## src/rvPkg.sv

```systemverilog
package rvPkg;

    localparam int xlen = 32;

    // rv32i major opcodes
    localparam logic [6:0] opArith    = 7'b0110011;
    localparam logic [6:0] opArithImm = 7'b0010011;
    localparam logic [6:0] opLoad     = 7'b0000011;
    localparam logic [6:0] opStore    = 7'b0100011;
    localparam logic [6:0] opBranch   = 7'b1100011;
    localparam logic [6:0] opJal      = 7'b1101111;
    localparam logic [6:0] opJalr     = 7'b1100111;
    localparam logic [6:0] opSystem   = 7'b1110011;

    typedef enum logic [1:0] {aluAdd, aluBranch, aluFunct} aluOpT;
    typedef enum logic {srcPc, srcA} srcAT;
    typedef enum logic [1:0] {srcB, srcFour, srcImm} srcBT;
    typedef enum logic [1:0] {wbAlu, wbMem, wbLink} wbSelT;

    typedef enum logic [2:0] {phIf, phId, phEx1, phEx2, phMem, phWb, phHalt} phaseT;

    typedef struct packed {
        logic  pcWrite;
        logic  pcWriteNotCond;
        logic  iOrD;
        logic  memRead;
        logic  memWrite;
        logic  irWrite;
        logic  regWrite;
        logic  isEcall;
        aluOpT aluOp;
        srcAT  srcA;
        srcBT  srcB;
        wbSelT wbSel;
    } ctrlT;

    typedef struct packed {
        logic memRead;
        logic memWrite;
        logic iOrD;
    } busReqT;

    // instruction formats, one view each
    typedef struct packed {
        logic [6:0] funct7;
        logic [4:0] rs2;
        logic [4:0] rs1;
        logic [2:0] funct3;
        logic [4:0] rd;
        logic [6:0] opcode;
    } rTypeT;

    typedef struct packed {
        logic [11:0] imm;
        logic [4:0]  rs1;
        logic [2:0]  funct3;
        logic [4:0]  rd;
        logic [6:0]  opcode;
    } iTypeT;

    typedef struct packed {
        logic [6:0] immHi;
        logic [4:0] rs2;
        logic [4:0] rs1;
        logic [2:0] funct3;
        logic [4:0] immLo;
        logic [6:0] opcode;
    } sTypeT;

    typedef struct packed {
        logic       imm12;
        logic [5:0] immHi;
        logic [4:0] rs2;
        logic [4:0] rs1;
        logic [2:0] funct3;
        logic [3:0] immLo;
        logic       imm11;
        logic [6:0] opcode;
    } bTypeT;

    typedef struct packed {
        logic       imm20;
        logic [9:0] imm10to1;
        logic       imm11;
        logic [7:0] imm19to12;
        logic [4:0] rd;
        logic [6:0] opcode;
    } jTypeT;

    typedef union packed {
        rTypeT rT;
        iTypeT iT;
        sTypeT sT;
        bTypeT bT;
        jTypeT jT;
    } instrT;

endpackage
```

## src/rvMulti.sv

```systemverilog
`timescale 1ns/100ps

module rvMulti (
    input  logic                   clk,
    input  logic                   reset,
    output logic                   wbCyc,
    output logic                   wbStb,
    output logic                   wbWe,
    output logic [rvPkg::xlen-1:0] wbAdr,
    output logic [rvPkg::xlen-1:0] wbDatO,
    output logic [3:0]             wbSel,
    input  logic [rvPkg::xlen-1:0] wbDatI,
    input  logic                   wbAck,
    output logic                   halted
);
    import rvPkg::*;

    phaseT           phase;
    ctrlT            ctrl;
    busReqT          busReq;
    logic [6:0]      opcode;
    logic            branchTaken;
    logic [xlen-1:0] memAddr;
    logic [xlen-1:0] memWdata;
    logic [xlen-1:0] memRdata;
    logic            memDone;

    stateSequencer stateSequencerInst (
        .clk         (clk),
        .reset       (reset),
        .opcode      (opcode),
        .branchTaken (branchTaken),
        .memDone     (memDone),
        .phase       (phase)
    );

    microController microControllerInst (
        .phase       (phase),
        .opcode      (opcode),
        .branchTaken (branchTaken),
        .ctrl        (ctrl),
        .busReq      (busReq)
    );

    datapath datapathInst (
        .clk         (clk),
        .reset       (reset),
        .ctrl        (ctrl),
        .memRdata    (memRdata),
        .memDone     (memDone),
        .opcode      (opcode),
        .branchTaken (branchTaken),
        .memAddr     (memAddr),
        .memWdata    (memWdata)
    );

    // strobe and direction from control, address and data from the datapath
    wbMaster wbMasterInst (
        .clk    (clk),
        .reset  (reset),
        .busReq (busReq),
        .addr   (memAddr),
        .wdata  (memWdata),
        .wbCyc  (wbCyc),
        .wbStb  (wbStb),
        .wbWe   (wbWe),
        .wbAdr  (wbAdr),
        .wbDatO (wbDatO),
        .wbSel  (wbSel),
        .wbDatI (wbDatI),
        .wbAck  (wbAck),
        .rdata  (memRdata),
        .done   (memDone)
    );

    assign halted = (phase == phHalt);

endmodule

```

## src/wbMaster.sv

```systemverilog
`timescale 1ns/100ps

module wbMaster (
    input  logic                   clk,
    input  logic                   reset,
    input  rvPkg::busReqT          busReq,
    input  logic [rvPkg::xlen-1:0] addr,
    input  logic [rvPkg::xlen-1:0] wdata,
    output logic                   wbCyc,
    output logic                   wbStb,
    output logic                   wbWe,
    output logic [rvPkg::xlen-1:0] wbAdr,
    output logic [rvPkg::xlen-1:0] wbDatO,
    output logic [3:0]             wbSel,
    input  logic [rvPkg::xlen-1:0] wbDatI,
    input  logic                   wbAck,
    output logic [rvPkg::xlen-1:0] rdata,
    output logic                   done
);
    import rvPkg::*;

    logic request;
    logic start;

    assign request = busReq.memRead || busReq.memWrite;
    // cyc is low in the cycle after ack, so a new cycle waits one clock
    assign start = request && !wbCyc;

    always_ff @(posedge clk) begin
        if (reset) begin
            wbCyc <= 1'b0;
            wbStb <= 1'b0;
        end else if (start) begin
            wbCyc <= 1'b1;
            wbStb <= 1'b1;
        end else if (wbCyc && wbAck) begin
            wbCyc <= 1'b0;
            wbStb <= 1'b0;
        end
    end

    // held until ack
    always_ff @(posedge clk) begin
        if (start) begin
            wbAdr  <= addr;
            wbDatO <= wdata;
            // fetches are always reads
            wbWe   <= busReq.memWrite && busReq.iOrD;
        end
    end

    assign wbSel = 4'hf;
    assign done  = wbCyc && wbAck;
    assign rdata = wbDatI;

endmodule

```

## src/datapath.sv

```systemverilog
`timescale 1ns/100ps

module datapath (
    input  logic                   clk,
    input  logic                   reset,
    input  rvPkg::ctrlT            ctrl,
    input  logic [rvPkg::xlen-1:0] memRdata,
    input  logic                   memDone,
    output logic [6:0]             opcode,
    output logic                   branchTaken,
    output logic [rvPkg::xlen-1:0] memAddr,
    output logic [rvPkg::xlen-1:0] memWdata
);
    import rvPkg::*;

    logic [xlen-1:0] pc;
    logic [xlen-1:0] oldPc;
    instrT           ir;
    logic [xlen-1:0] mdr;
    logic [xlen-1:0] regA;
    logic [xlen-1:0] regB;
    logic [xlen-1:0] aluOut;
    logic [xlen-1:0] regFile [32];

    logic [xlen-1:0] imm;
    logic [xlen-1:0] opA;
    logic [xlen-1:0] opB;
    logic [xlen-1:0] aluResult;
    logic [xlen-1:0] wbData;
    logic [xlen-1:0] pcIn;
    logic            isSub;

    assign opcode = ir.rT.opcode;

    // immediate by format
    always_comb begin
        case (opcode)
            opStore:  imm = {{20{ir.sT.immHi[6]}}, ir.sT.immHi, ir.sT.immLo};
            opBranch: imm = {{19{ir.bT.imm12}}, ir.bT.imm12, ir.bT.imm11,
                             ir.bT.immHi, ir.bT.immLo, 1'b0};
            opJal:    imm = {{11{ir.jT.imm20}}, ir.jT.imm20, ir.jT.imm19to12,
                             ir.jT.imm11, ir.jT.imm10to1, 1'b0};
            default:  imm = {{20{ir.iT.imm[11]}}, ir.iT.imm};
        endcase
    end

    assign opA = (ctrl.srcA == srcA) ? regA : oldPc;

    always_comb begin
        case (ctrl.srcB)
            srcFour: opB = 32'd4;
            srcImm:  opB = imm;
            default: opB = regB;
        endcase
    end

    // funct7 bit 5 is an immediate bit in the I form
    assign isSub = ir.rT.funct7[5] && (opcode == opArith);

    always_comb begin
        case (ctrl.aluOp)
            aluBranch: aluResult = opA - opB;
            aluFunct: begin
                case (ir.rT.funct3)
                    3'b000:  aluResult = isSub ? opA - opB : opA + opB;
                    3'b010:  aluResult = {31'd0, $signed(opA) < $signed(opB)};
                    3'b100:  aluResult = opA ^ opB;
                    3'b110:  aluResult = opA | opB;
                    3'b111:  aluResult = opA & opB;
                    default: aluResult = opA + opB;
                endcase
            end
            default: aluResult = opA + opB;
        endcase
    end

    always_comb begin
        case (ir.bT.funct3)
            3'b000:  branchTaken = (regA == regB);
            3'b001:  branchTaken = (regA != regB);
            3'b100:  branchTaken = $signed(regA) < $signed(regB);
            3'b101:  branchTaken = $signed(regA) >= $signed(regB);
            default: branchTaken = 1'b0;
        endcase
    end

    always_comb begin
        case (ctrl.wbSel)
            wbMem:   wbData = mdr;
            wbLink:  wbData = aluResult;
            default: wbData = aluOut;
        endcase
    end

    // not-taken and jump targets come from ALUOut, bit 0 cleared for jalr
    assign pcIn = (ctrl.pcWriteNotCond || ctrl.wbSel == wbLink) ?
                  {aluOut[xlen-1:1], 1'b0} : aluResult;

    assign memAddr  = ctrl.iOrD ? aluOut : pc;
    assign memWdata = regB;

    always_ff @(posedge clk) begin
        if (reset) begin
            pc <= '0;
        end else if (ctrl.pcWrite || ctrl.pcWriteNotCond) begin
            pc <= pcIn;
        end
    end

    always_ff @(posedge clk) begin
        if (memDone && ctrl.irWrite) begin
            ir    <= memRdata;
            oldPc <= pc;
        end
        if (memDone && ctrl.memRead && ctrl.iOrD) begin
            mdr <= memRdata;
        end
        // operands frozen once halting
        if (!ctrl.isEcall) begin
            regA <= (ir.rT.rs1 == 5'd0) ? '0 : regFile[ir.rT.rs1];
            regB <= (ir.rT.rs2 == 5'd0) ? '0 : regFile[ir.rT.rs2];
            // address held for the whole data phase
            if (!ctrl.iOrD) begin
                aluOut <= aluResult;
            end
        end
        if (ctrl.regWrite && ir.rT.rd != 5'd0) begin
            regFile[ir.rT.rd] <= wbData;
        end
    end

endmodule

```

## src/microController.sv

```systemverilog
`timescale 1ns/100ps

module microController (
    input  rvPkg::phaseT  phase,
    input  logic [6:0]    opcode,
    input  logic          branchTaken,
    output rvPkg::ctrlT   ctrl,
    output rvPkg::busReqT busReq
);
    import rvPkg::*;

    always_comb begin
        ctrl.pcWrite        = 1'b0;
        ctrl.pcWriteNotCond = 1'b0;
        ctrl.iOrD           = 1'b0;
        ctrl.memRead        = 1'b0;
        ctrl.memWrite       = 1'b0;
        ctrl.irWrite        = 1'b0;
        ctrl.regWrite       = 1'b0;
        ctrl.isEcall        = 1'b0;
        ctrl.aluOp          = aluAdd;
        ctrl.srcA           = srcPc;
        ctrl.srcB           = srcB;
        ctrl.wbSel          = wbAlu;

        case (phase)
            // fetch from PC into IR
            phIf: begin
                ctrl.memRead = 1'b1;
                ctrl.irWrite = 1'b1;
            end
            // oldPc+4 into ALUOut for a branch not taken
            phId: begin
                ctrl.isEcall = (opcode == opSystem);
                ctrl.srcB    = srcFour;
            end
            phEx1: begin
                case (opcode)
                    opArith: begin
                        ctrl.srcA  = srcA;
                        ctrl.aluOp = aluFunct;
                    end
                    opArithImm: begin
                        ctrl.srcA  = srcA;
                        ctrl.srcB  = srcImm;
                        ctrl.aluOp = aluFunct;
                    end
                    // effective address and the jalr target
                    opLoad, opStore, opJalr: begin
                        ctrl.srcA = srcA;
                        ctrl.srcB = srcImm;
                    end
                    opBranch: begin
                        ctrl.srcA           = srcA;
                        ctrl.aluOp          = aluBranch;
                        ctrl.pcWriteNotCond = !branchTaken;
                    end
                    opJal: begin
                        ctrl.srcB = srcImm;
                    end
                    default: begin
                    end
                endcase
            end
            // taken branch target
            phEx2: begin
                ctrl.pcWrite = 1'b1;
                ctrl.srcB    = srcImm;
            end
            phMem: begin
                ctrl.iOrD = 1'b1;
                if (opcode == opLoad) begin
                    ctrl.memRead = 1'b1;
                end else begin
                    ctrl.memWrite = 1'b1;
                    ctrl.pcWrite  = 1'b1;
                    ctrl.srcB     = srcFour;
                end
            end
            phWb: begin
                ctrl.pcWrite  = 1'b1;
                ctrl.regWrite = 1'b1;
                ctrl.srcB     = srcFour;
                if (opcode == opLoad) begin
                    ctrl.wbSel = wbMem;
                end else if (opcode == opJal || opcode == opJalr) begin
                    // rd gets oldPc+4 live while PC gets the latched target
                    ctrl.wbSel = wbLink;
                end
            end
            phHalt: begin
                ctrl.isEcall = 1'b1;
            end
            default: begin
            end
        endcase
    end

    assign busReq.memRead  = ctrl.memRead;
    assign busReq.memWrite = ctrl.memWrite;
    assign busReq.iOrD     = ctrl.iOrD;

endmodule

```

## src/stateSequencer.sv

```systemverilog
`timescale 1ns/100ps

module stateSequencer (
    input  logic        clk,
    input  logic        reset,
    input  logic [6:0]  opcode,
    input  logic        branchTaken,
    input  logic        memDone,
    output rvPkg::phaseT phase
);
    import rvPkg::*;

    phaseT nextPhase;

    always_comb begin
        nextPhase = phase;
        case (phase)
            // bus phases hold until the slave acks
            phIf: begin
                if (memDone) begin
                    nextPhase = phId;
                end
            end
            phId: begin
                if (opcode == opSystem) begin
                    nextPhase = phHalt;
                end else begin
                    nextPhase = phEx1;
                end
            end
            phEx1: begin
                case (opcode)
                    opArith, opArithImm, opJal, opJalr: nextPhase = phWb;
                    opLoad, opStore: nextPhase = phMem;
                    opBranch: nextPhase = branchTaken ? phEx2 : phIf;
                    default: nextPhase = phIf;
                endcase
            end
            phEx2: nextPhase = phIf;
            phMem: begin
                if (memDone) begin
                    // stores finish here, loads still write rd
                    nextPhase = (opcode == opLoad) ? phWb : phIf;
                end
            end
            phWb: nextPhase = phIf;
            // only reset leaves halt
            phHalt: nextPhase = phHalt;
            default: nextPhase = phIf;
        endcase
    end

    always_ff @(posedge clk) begin
        if (reset) begin
            phase <= phIf;
        end else begin
            phase <= nextPhase;
        end
    end

endmodule

```

## config.mk

```make
export PLATFORM = sky130hd
export DESIGN_NAME = rvMulti
export DESIGN_NICKNAME = d
export VERILOG_FILES = /design/src/rvPkg.sv /design/src/rvMulti.sv /design/src/wbMaster.sv /design/src/datapath.sv /design/src/microController.sv /design/src/stateSequencer.sv
export SDC_FILE = /design/constraint.sdc
export NUM_CORES = 2
export LEC_CHECK = 0
export ABC_AREA = 0
export BUFFER_PORTS_ARGS = -buffer_cell sky130_fd_sc_hd__buf_2
export CAP_MARGIN = 20
export CORE_UTILIZATION = 35
export CTS_CLUSTER_DIAMETER = 120
export DETAILED_ROUTE_END_ITERATION = 6
export HOLD_SLACK_MARGIN = 0.05
export PLACE_DENSITY_LB_ADDON = 0.05
export SYNTH_ARGS = -nofsm -noshare
export SYNTH_HDL_FRONTEND = slang
export SYNTH_SLANG_ARGS = --single-unit
export TNS_END_PERCENT = 100
```

## constraint.sdc

```tcl
create_clock -name clk -period 23.8 [get_ports clk]
set_clock_uncertainty 0.2 [all_clocks]
set_input_delay 4.76 -clock clk [delete_from_list [all_inputs] [get_ports clk]]
set_output_delay 4.76 -clock clk [all_outputs]
set_load 0.01 [all_outputs]
```

# Word-level counts from Yosys, hierarchy flattened

Memory sizes are Yosys's and may differ from the RTL's. A register that Yosys moved wholly into a read port is not among the register bits.
Cells that the tools add are included.

$add $sub $neg: 2
$lt $le $gt $ge: 3
Equal/unequal tests: 30
Mux-type cells: 41
Bitwise gates (word level): 5
Reductions and logical operators: 31

Operators with widths:

| cell                                           | count |
|---|---|
| one-hot mux 32 bit (2 select lines)            | 3 |
| one-hot mux 32 bit (5 select lines)            | 1 |
| two-way mux 32 bit                             | 4 |
| less-than comparator 32 bit                    | 2 |
| one-hot mux 20 bit (3 select lines)            | 1 |
| adder 32 bit                                   | 1 |
| bitwise AND 32 bit                             | 1 |
| == test 32 bit                                 | 1 |
| greater-or-equal comparator 32 bit             | 1 |
| inequality test 32 bit                         | 1 |
| OR 32 bit                                      | 1 |
| subtractor 32 bit                              | 1 |
| XOR 32 bit                                     | 1 |
| == test 7 bit (second input constant)          | 4 |
| == test 3 bit (second input constant)          | 7 |
| two-way mux 3 bit                              | 5 |
| one-hot mux 3 bit (5 select lines)             | 1 |
| == test 7 x 6 -> 1 bit (second input constant) | 2 |
| two-way mux 1 bit                              | 14 |
| zero test 5 bit                                | 2 |
| two-way mux 2 bit                              | 5 |
| == test 3 x 2 -> 1 bit (second input constant) | 3 |
| one-hot mux 3 bit (3 select lines)             | 1 |
| logical AND 1 bit                              | 8 |
| other kinds (21)                               | 41 |

Register bits after elaboration: 229
RAM bits: 1024
Input bits: 35
Output and inout port bits: 72
Word-level logic and storage cells: 123
Memories kept: 1

Memory list:

| memory               | words | width | read ports | clocked after Yosys merged registers in | wr ports | RTL line       | text |
|---|---|---|---|---|---|---|---|
| datapathInst.regFile | 32    | 32    | 2          | 2                                       | 1        | datapath.sv:23 | `logic [xlen-1:0] regFile [32];` |

# Depth between registers and ports, before layout

Word-level depth: 11
Mapped depth: 24
Gate-level depth less buffers: 22

# Cells and area by module

A second synthesis with hierarchy kept.

Cells, all modules: 4011
Area, all modules: 66443.7 um2

By module, submodules not included:

| module          | times used | cells each | area each (um2) |
|---|---|---|---|
| datapath        | 1          | 3822       | 63568.5 |
| wbMaster        | 1          | 110        | 2296.0 |
| microController | 1          | 42         | 296.5 |
| stateSequencer  | 1          | 36         | 274.0 |
| rvMulti         | 1          | 1          | 8.8 |

# Worst setup path before layout

OpenSTA, ideal clock, no wires.

Path kind: input -> register
From: input wbAck
To: register datapathInst.ir[0] (netlist bit) (enable)
Library setup time: 0.644 ns
Arrival: 10.895 ns
Data required time: 22.956 ns
Path slack: 12.061 ns
Stages: 2
Buffers on the path: 0
Cell sequence: nand2_1 nor4_1

Cells in the longest elaborated chain, start to end: 2

Ends and longest elaborated chain:

| item                 | RTL line        | text |
|---|---|---|
| from (decl)          | rvMulti.sv:13   | `input logic wbAck,` |
| logical AND 1 bit    | wbMaster.sv:53  | `assign done = wbCyc && wbAck;` |
| logical AND 1 bit    | datapath.sv:111 | `if (memDone && ctrl.irWrite) begin` |
| to (signal assigned) | datapath.sv:112 | `ir <= memRdata;` |
| to (decl)            | datapath.sv:18  | `instrT ir;` |

No other way between the ends.
A chain may end at the register's enable or synchronous reset.

# Worst setup path after layout

From: register datapathInst.ir[3] (netlist bit)
To: memory datapathInst.regFile[14][18] (data pin)

Cells in the longest elaborated chain, start to end: 11

Ends and longest elaborated chain:

| item                                                           | RTL line              | text |
|---|---|---|
| == test 7 x 5 -> 1 bit (tied with other cells)                 | microController.sv:38 | `case (opcode)` |
| OR reduction 5 bit (no source line)                            | n/a                   |  |
| two-way mux 2 bit                                              | microController.sv:38 |  |
| one-hot mux 2 bit (4 select lines)                             | microController.sv:26 | `case (phase)` |
| == test 2 bit / == test 2 x 1 -> 1 bit (equally long branches) | datapath.sv:50        | `case (ctrl.srcB)` |
| one-hot mux 32 bit (2 select lines)                            | datapath.sv:50        |  |
| adder 32 bit / subtractor 32 bit (equally long branches)       | n/a                   |  |
| two-way mux 32 bit                                             | datapath.sv:65        | `3'b000: aluResult = isSub ? opA - opB : opA + opB;` |
| one-hot mux 32 bit (5 select lines)                            | datapath.sv:64        | `case (ir.rT.funct3)` |
| one-hot mux 32 bit (2 select lines) (*)                        | datapath.sv:61        | `case (ctrl.aluOp)` |
| named net datapathInst.aluResult[18]                           | datapath.sv:28        | `logic [xlen-1:0] aluResult;` |
| one-hot mux 32 bit (2 select lines) (*)                        | datapath.sv:88        | `case (ctrl.wbSel)` |
| named net datapathInst.wbData[18]                              | datapath.sv:29        | `logic [xlen-1:0] wbData;` |
| to (decl)                                                      | datapath.sv:23        |  |

The timed path passes the listed nets; every way through them passes the cells marked *.

==> reports/qor_table.md <==
| Item | Value | Unit |
| --- | --- | --- |
| Clk_lat worst skew | 0.81 | ns |
| Worst slack at placement | 15.28 | ns |
| Final instance count without filler cells | 6668 | - |
| Number of warnings issued by yosys | 0 | - |
| Outcome | finished clean | - |
| Maximum buffer depth of the clock tree | 3 | - |
| Startpoint types | flip-flop | - |
| Count of standard-cell rows | 158 | - |
| Clock transition at the register clock pins on the worst setup and hold paths after CTS | 0.06 | ns |
| Worst-path cell chain | and4bb_2, nand2_1, or3_1, and2_1, or2_2, ha_1, buf_4, nor2b_1, buf_4, a22oi_1, inv_1, ha_1, fa_1, o21ba_2, or4_1, a21boi_1, o21ai_1, o31ai_1, a21boi_1, xnor2_1, a311oi_1, nand2_1, nand2_1 | - |
| Initial antenna violation count | 9 | - |
| Number of failing hold endpoints at the final stage | 0 | - |
| WL/cell | 36.1 | um |
| Via Count | 39700 | - |
| TritonCTS buffer count | 152 | - |
| Pins over their slew limit | 0 | - |
| Die Ht | 435 | um |
| Kind of cell with the highest combined delay on the critical path | simple AND/OR/NAND/NOR gates | - |
| Fraction of layout cells with a size suffix above 1 | 0.300 | - |
| HPWL Detailed | 148 | mm |
| CTS Hold Buffers Added | 0 | - |
| Wire length on met3 | 11.4 | mm |
| Clock tree from TritonCTS | done | - |
| Cell with the largest stage delay on the worst path | sky130_fd_sc_hd__nand2_1 | - |
| CP Capture Type | flip-flop | - |
| Post-CTS setup buffer count | 0 | - |
| Detailed-routing wirelength on met1 | 107 | mm |
| Die extent in x | 435 | um |
| Weighted congestion at the end of routability-driven global placement | 0.947 | - |
| # placed instances | 6382 | - |
| Crit path buffers/inverters | 3 | - |
| Via count of the first global-routing pass | 39900 | - |
| Most instantiated library cell after synthesis | sky130_fd_sc_hd__edfxtp_1 | - |
| Count of flip-flops with a built-in enable after synthesis | 1281 | - |
| Standard cell core area | 186000 | um^2 |
| Worst Hold Class | flip-flop to flip-flop | - |
| Crit path largest cell delay | 0.77 | ns |
| Post-cts sizing count | 0 | - |
| Largest area contributor in the netlist | sky130_fd_sc_hd__edfxtp_1 | - |
| Max transition margin | 0.286 | - |
| Post-synthesis instance area | 65600 | um^2 |
| Largest net degree at the start of global routing | 100 | - |
| Detailed route wirelength on metal2 | 115 | mm |
| Final critical path time including I/O delays and setup | 8.59 | ns |
| Root cell of the clock tree | sky130_fd_sc_hd__clkbuf_16 | - |
| Largest cells by area after synthesis | sky130_fd_sc_hd__edfxtp_1 (59%), sky130_fd_sc_hd__mux4_2 (22%), sky130_fd_sc_hd__ha_1 (2.5%) | - |
| Initial core utilization | 0.353 | - |
| RSZ-0062 raised after global routing | false | - |
| Synth Flop Type | sky130_fd_sc_hd__edfxtp_1 | - |
| Library cell appearing most often on the critical path | sky130_fd_sc_hd__nand2_1 | - |
| Synth cell count leaders | sky130_fd_sc_hd__edfxtp_1 (1281), sky130_fd_sc_hd__mux4_2 (640), sky130_fd_sc_hd__nor2_1 (222), sky130_fd_sc_hd__clkbuf_1 (190), sky130_fd_sc_hd__nand2_1 (177) | - |
| Post-detailed-routing wire length | 241 | mm |
| Count of buffers inserted at the top-level ports | 102 | - |
| #FFs+latches synth | 1317 | - |
| Crit path required time | 24.05 | ns |
| Critical path type | flip-flop to flip-flop | - |
| Slew at the pin closest to its max-slew limit | 1.07 | ns |
| Static Leakage | 24.9 | nW |
| Final setup margin | 15.21 | ns |
| Post-synthesis sequential area ratio | 0.597 | - |
| Max Fanout on Critical Path | 32 | - |
| Netlist cell types | 88 | - |
| DRC violations left | 0 | - |
| Total negative slack for setup checks | 0 | ns |
| Avg Synthesized Cell Area | 16.8 | um^2 |
| Relative area change from synthesis to final layout | 14.1 | % |
| Total Routing Usage GR | 0.254 | - |
| Top sig layer | met5 | - |
| Grt total ovfl | 0 | - |
| I/O pin total | 107 | - |
| Antenna-violating nets left | 0 | - |
| Portion of the clock cycle consumed by the worst path in the final layout | 0.361 | - |
| Number of maximum-capacitance violations | 0 | - |
| DRC violation total after the first TritonRoute iteration | 4169 | - |
| Syn Inst Count | 3908 | - |
| H-tree levels | 4 | - |
| Final Setup Violations | 0 | - |
| Final net count | 4232 | - |
| Wire length of the first global-routing pass | 332 | mm |
| Maximum vdd drop | 0.0000800 | V |
| Vias per inst | 5.95 | - |
| Yosys top cell area share | 0.586 | - |
| Critical path data arrival time | 8.84 | ns |
| FFs w/ async S/R, synth | 0 | - |
| Full die area | 189000 | um^2 |
| Pre-Repair DR Iteration Count | 5 | - |
| Fmax | 0.116 | GHz |
| Areal power density over the cells | 83.8 | nW/um^2 |
| Number of sinks on the clock net | 1317 | - |
## cell families after synthesis
| group | count (synthesis) | synth area share |
|---|---|---|
| AO/OA/AOI/OAI | 602 | 0.0620 |
| buffers and inverters | 433 | 0.0256 |
| multiplexers | 780 | 0.242 |
| flip-flops | 1317 | 0.597 |
| other | 2 | 0.000114 |
| XOR/XNOR | 45 | 0.00601 |
| AND/OR/NAND/NOR | 595 | 0.0408 |
| adder cells (fa/ha/maj) | 134 | 0.0258 |
## cell type report
| cell class | count | area, um^2 |
|---|---|---|
| fillers | 16900 | 111000 |
| flip-flops and latches | 1317 | 39200 |
| multi-input cells | 2192 | 25200 |
| clock buffers | 199 | 4140 |
| well taps | 2480 | 3100 |
| repair buffers | 245 | 1870 |
| clock inverters | 79 | 723 |
| inverters | 155 | 582 |
| diodes | 1 | 2.50 |
## worst paths after layout
check | startpoint | endpoint | slack [ns] | cells after the start
worst max-delay path | datapathInst.ir[3] | datapathInst.regFile[14][18] | 15.21 | 23
worst min-delay path | datapathInst.pc[20] | datapathInst.oldPc[20] | 0.24 | 0
worst max register to register | datapathInst.ir[3] | datapathInst.regFile[14][18] | 15.21 | 23
worst min register to register | datapathInst.pc[20] | datapathInst.oldPc[20] | 0.24 | 0
## per-layer routing
layer	vias up	global-route usage
met5	-	0
met4	2	0.0773
met3	274	0.0294
met2	1314	0.411
met1	21800	0.358
li1	16400	-
## flip-flops by register name (all words and copies together) (netlist names)
register / count
datapathInst.pc: 32
wbMasterInst.wbStb: 1
datapathInst.regFile: 1024
datapathInst.aluOut: 32
wbMasterInst.wbWe: 1
wbMasterInst.wbDatO: 32
datapathInst.regA: 32
wbMasterInst.wbAdr: 32
datapathInst.mdr: 32
stateSequencerInst.phase: 3
datapathInst.memWdata: 32
datapathInst.ir: 32
datapathInst.oldPc: 32
## per-stage QoR
stage | total power (W) | utilization | cell area, um^2 | hold WS, ns
3_3_place_gp | 0.00397 | 0.375 | 69700 | 0.212
4_1_cts | 0.00631 | 0.402 | 74700 | 0.247
3_5_place_dp | 0.00397 | 0.376 | 69800 | 0.222
2_1_floorplan | 0.00355 | - | 65700 | 0.208
5_1_grt | 0.00649 | 0.403 | 74800 | 0.262
6_report | 0.00628 | 0.403 | 74800 | 0.244
## power breakdown
group	internal, W	switching (W)	leakage [nW]
Combinational	0.000345	0.000697	10.4
Sequential	0.00285	0.0000610	12.1
Clock	0.00134	0.000979	2.37
## cell usage in the layout, fill, tap and decap left out, drive strengths merged, types with 12 or more instances in the layout
master | synthesis | routed
edfxtp | 1281 | 1281
mux4 | 640 | 640
buf | 88 | 245
nor2 | 222 | 222
clkbuf | 190 | 199
nand2 | 177 | 177
inv | 152 | 159
o21ai | 137 | 137
a21oi | 136 | 136
ha | 132 | 132
mux2i | 76 | 76
mux2 | 64 | 64
a22oi | 63 | 63
clkinv | 3 | 59
nand3 | 42 | 42
conb | 2 | 36
dfxtp | 36 | 36
xnor2 | 33 | 33
nor3 | 32 | 32
o2bb2ai | 23 | 23
a211oi | 23 | 23
a21o | 20 | 20
o211ai | 17 | 17
nand2b | 16 | 16
o31ai | 16 | 16
nand4 | 15 | 15
nor2b | 15 | 15
o221ai | 13 | 13
o21a | 13 | 13
or3 | 12 | 12
o22ai | 12 | 12
xor2 | 12 | 12
nor4 | 12 | 12
Power figures use the tool's default switching activity.
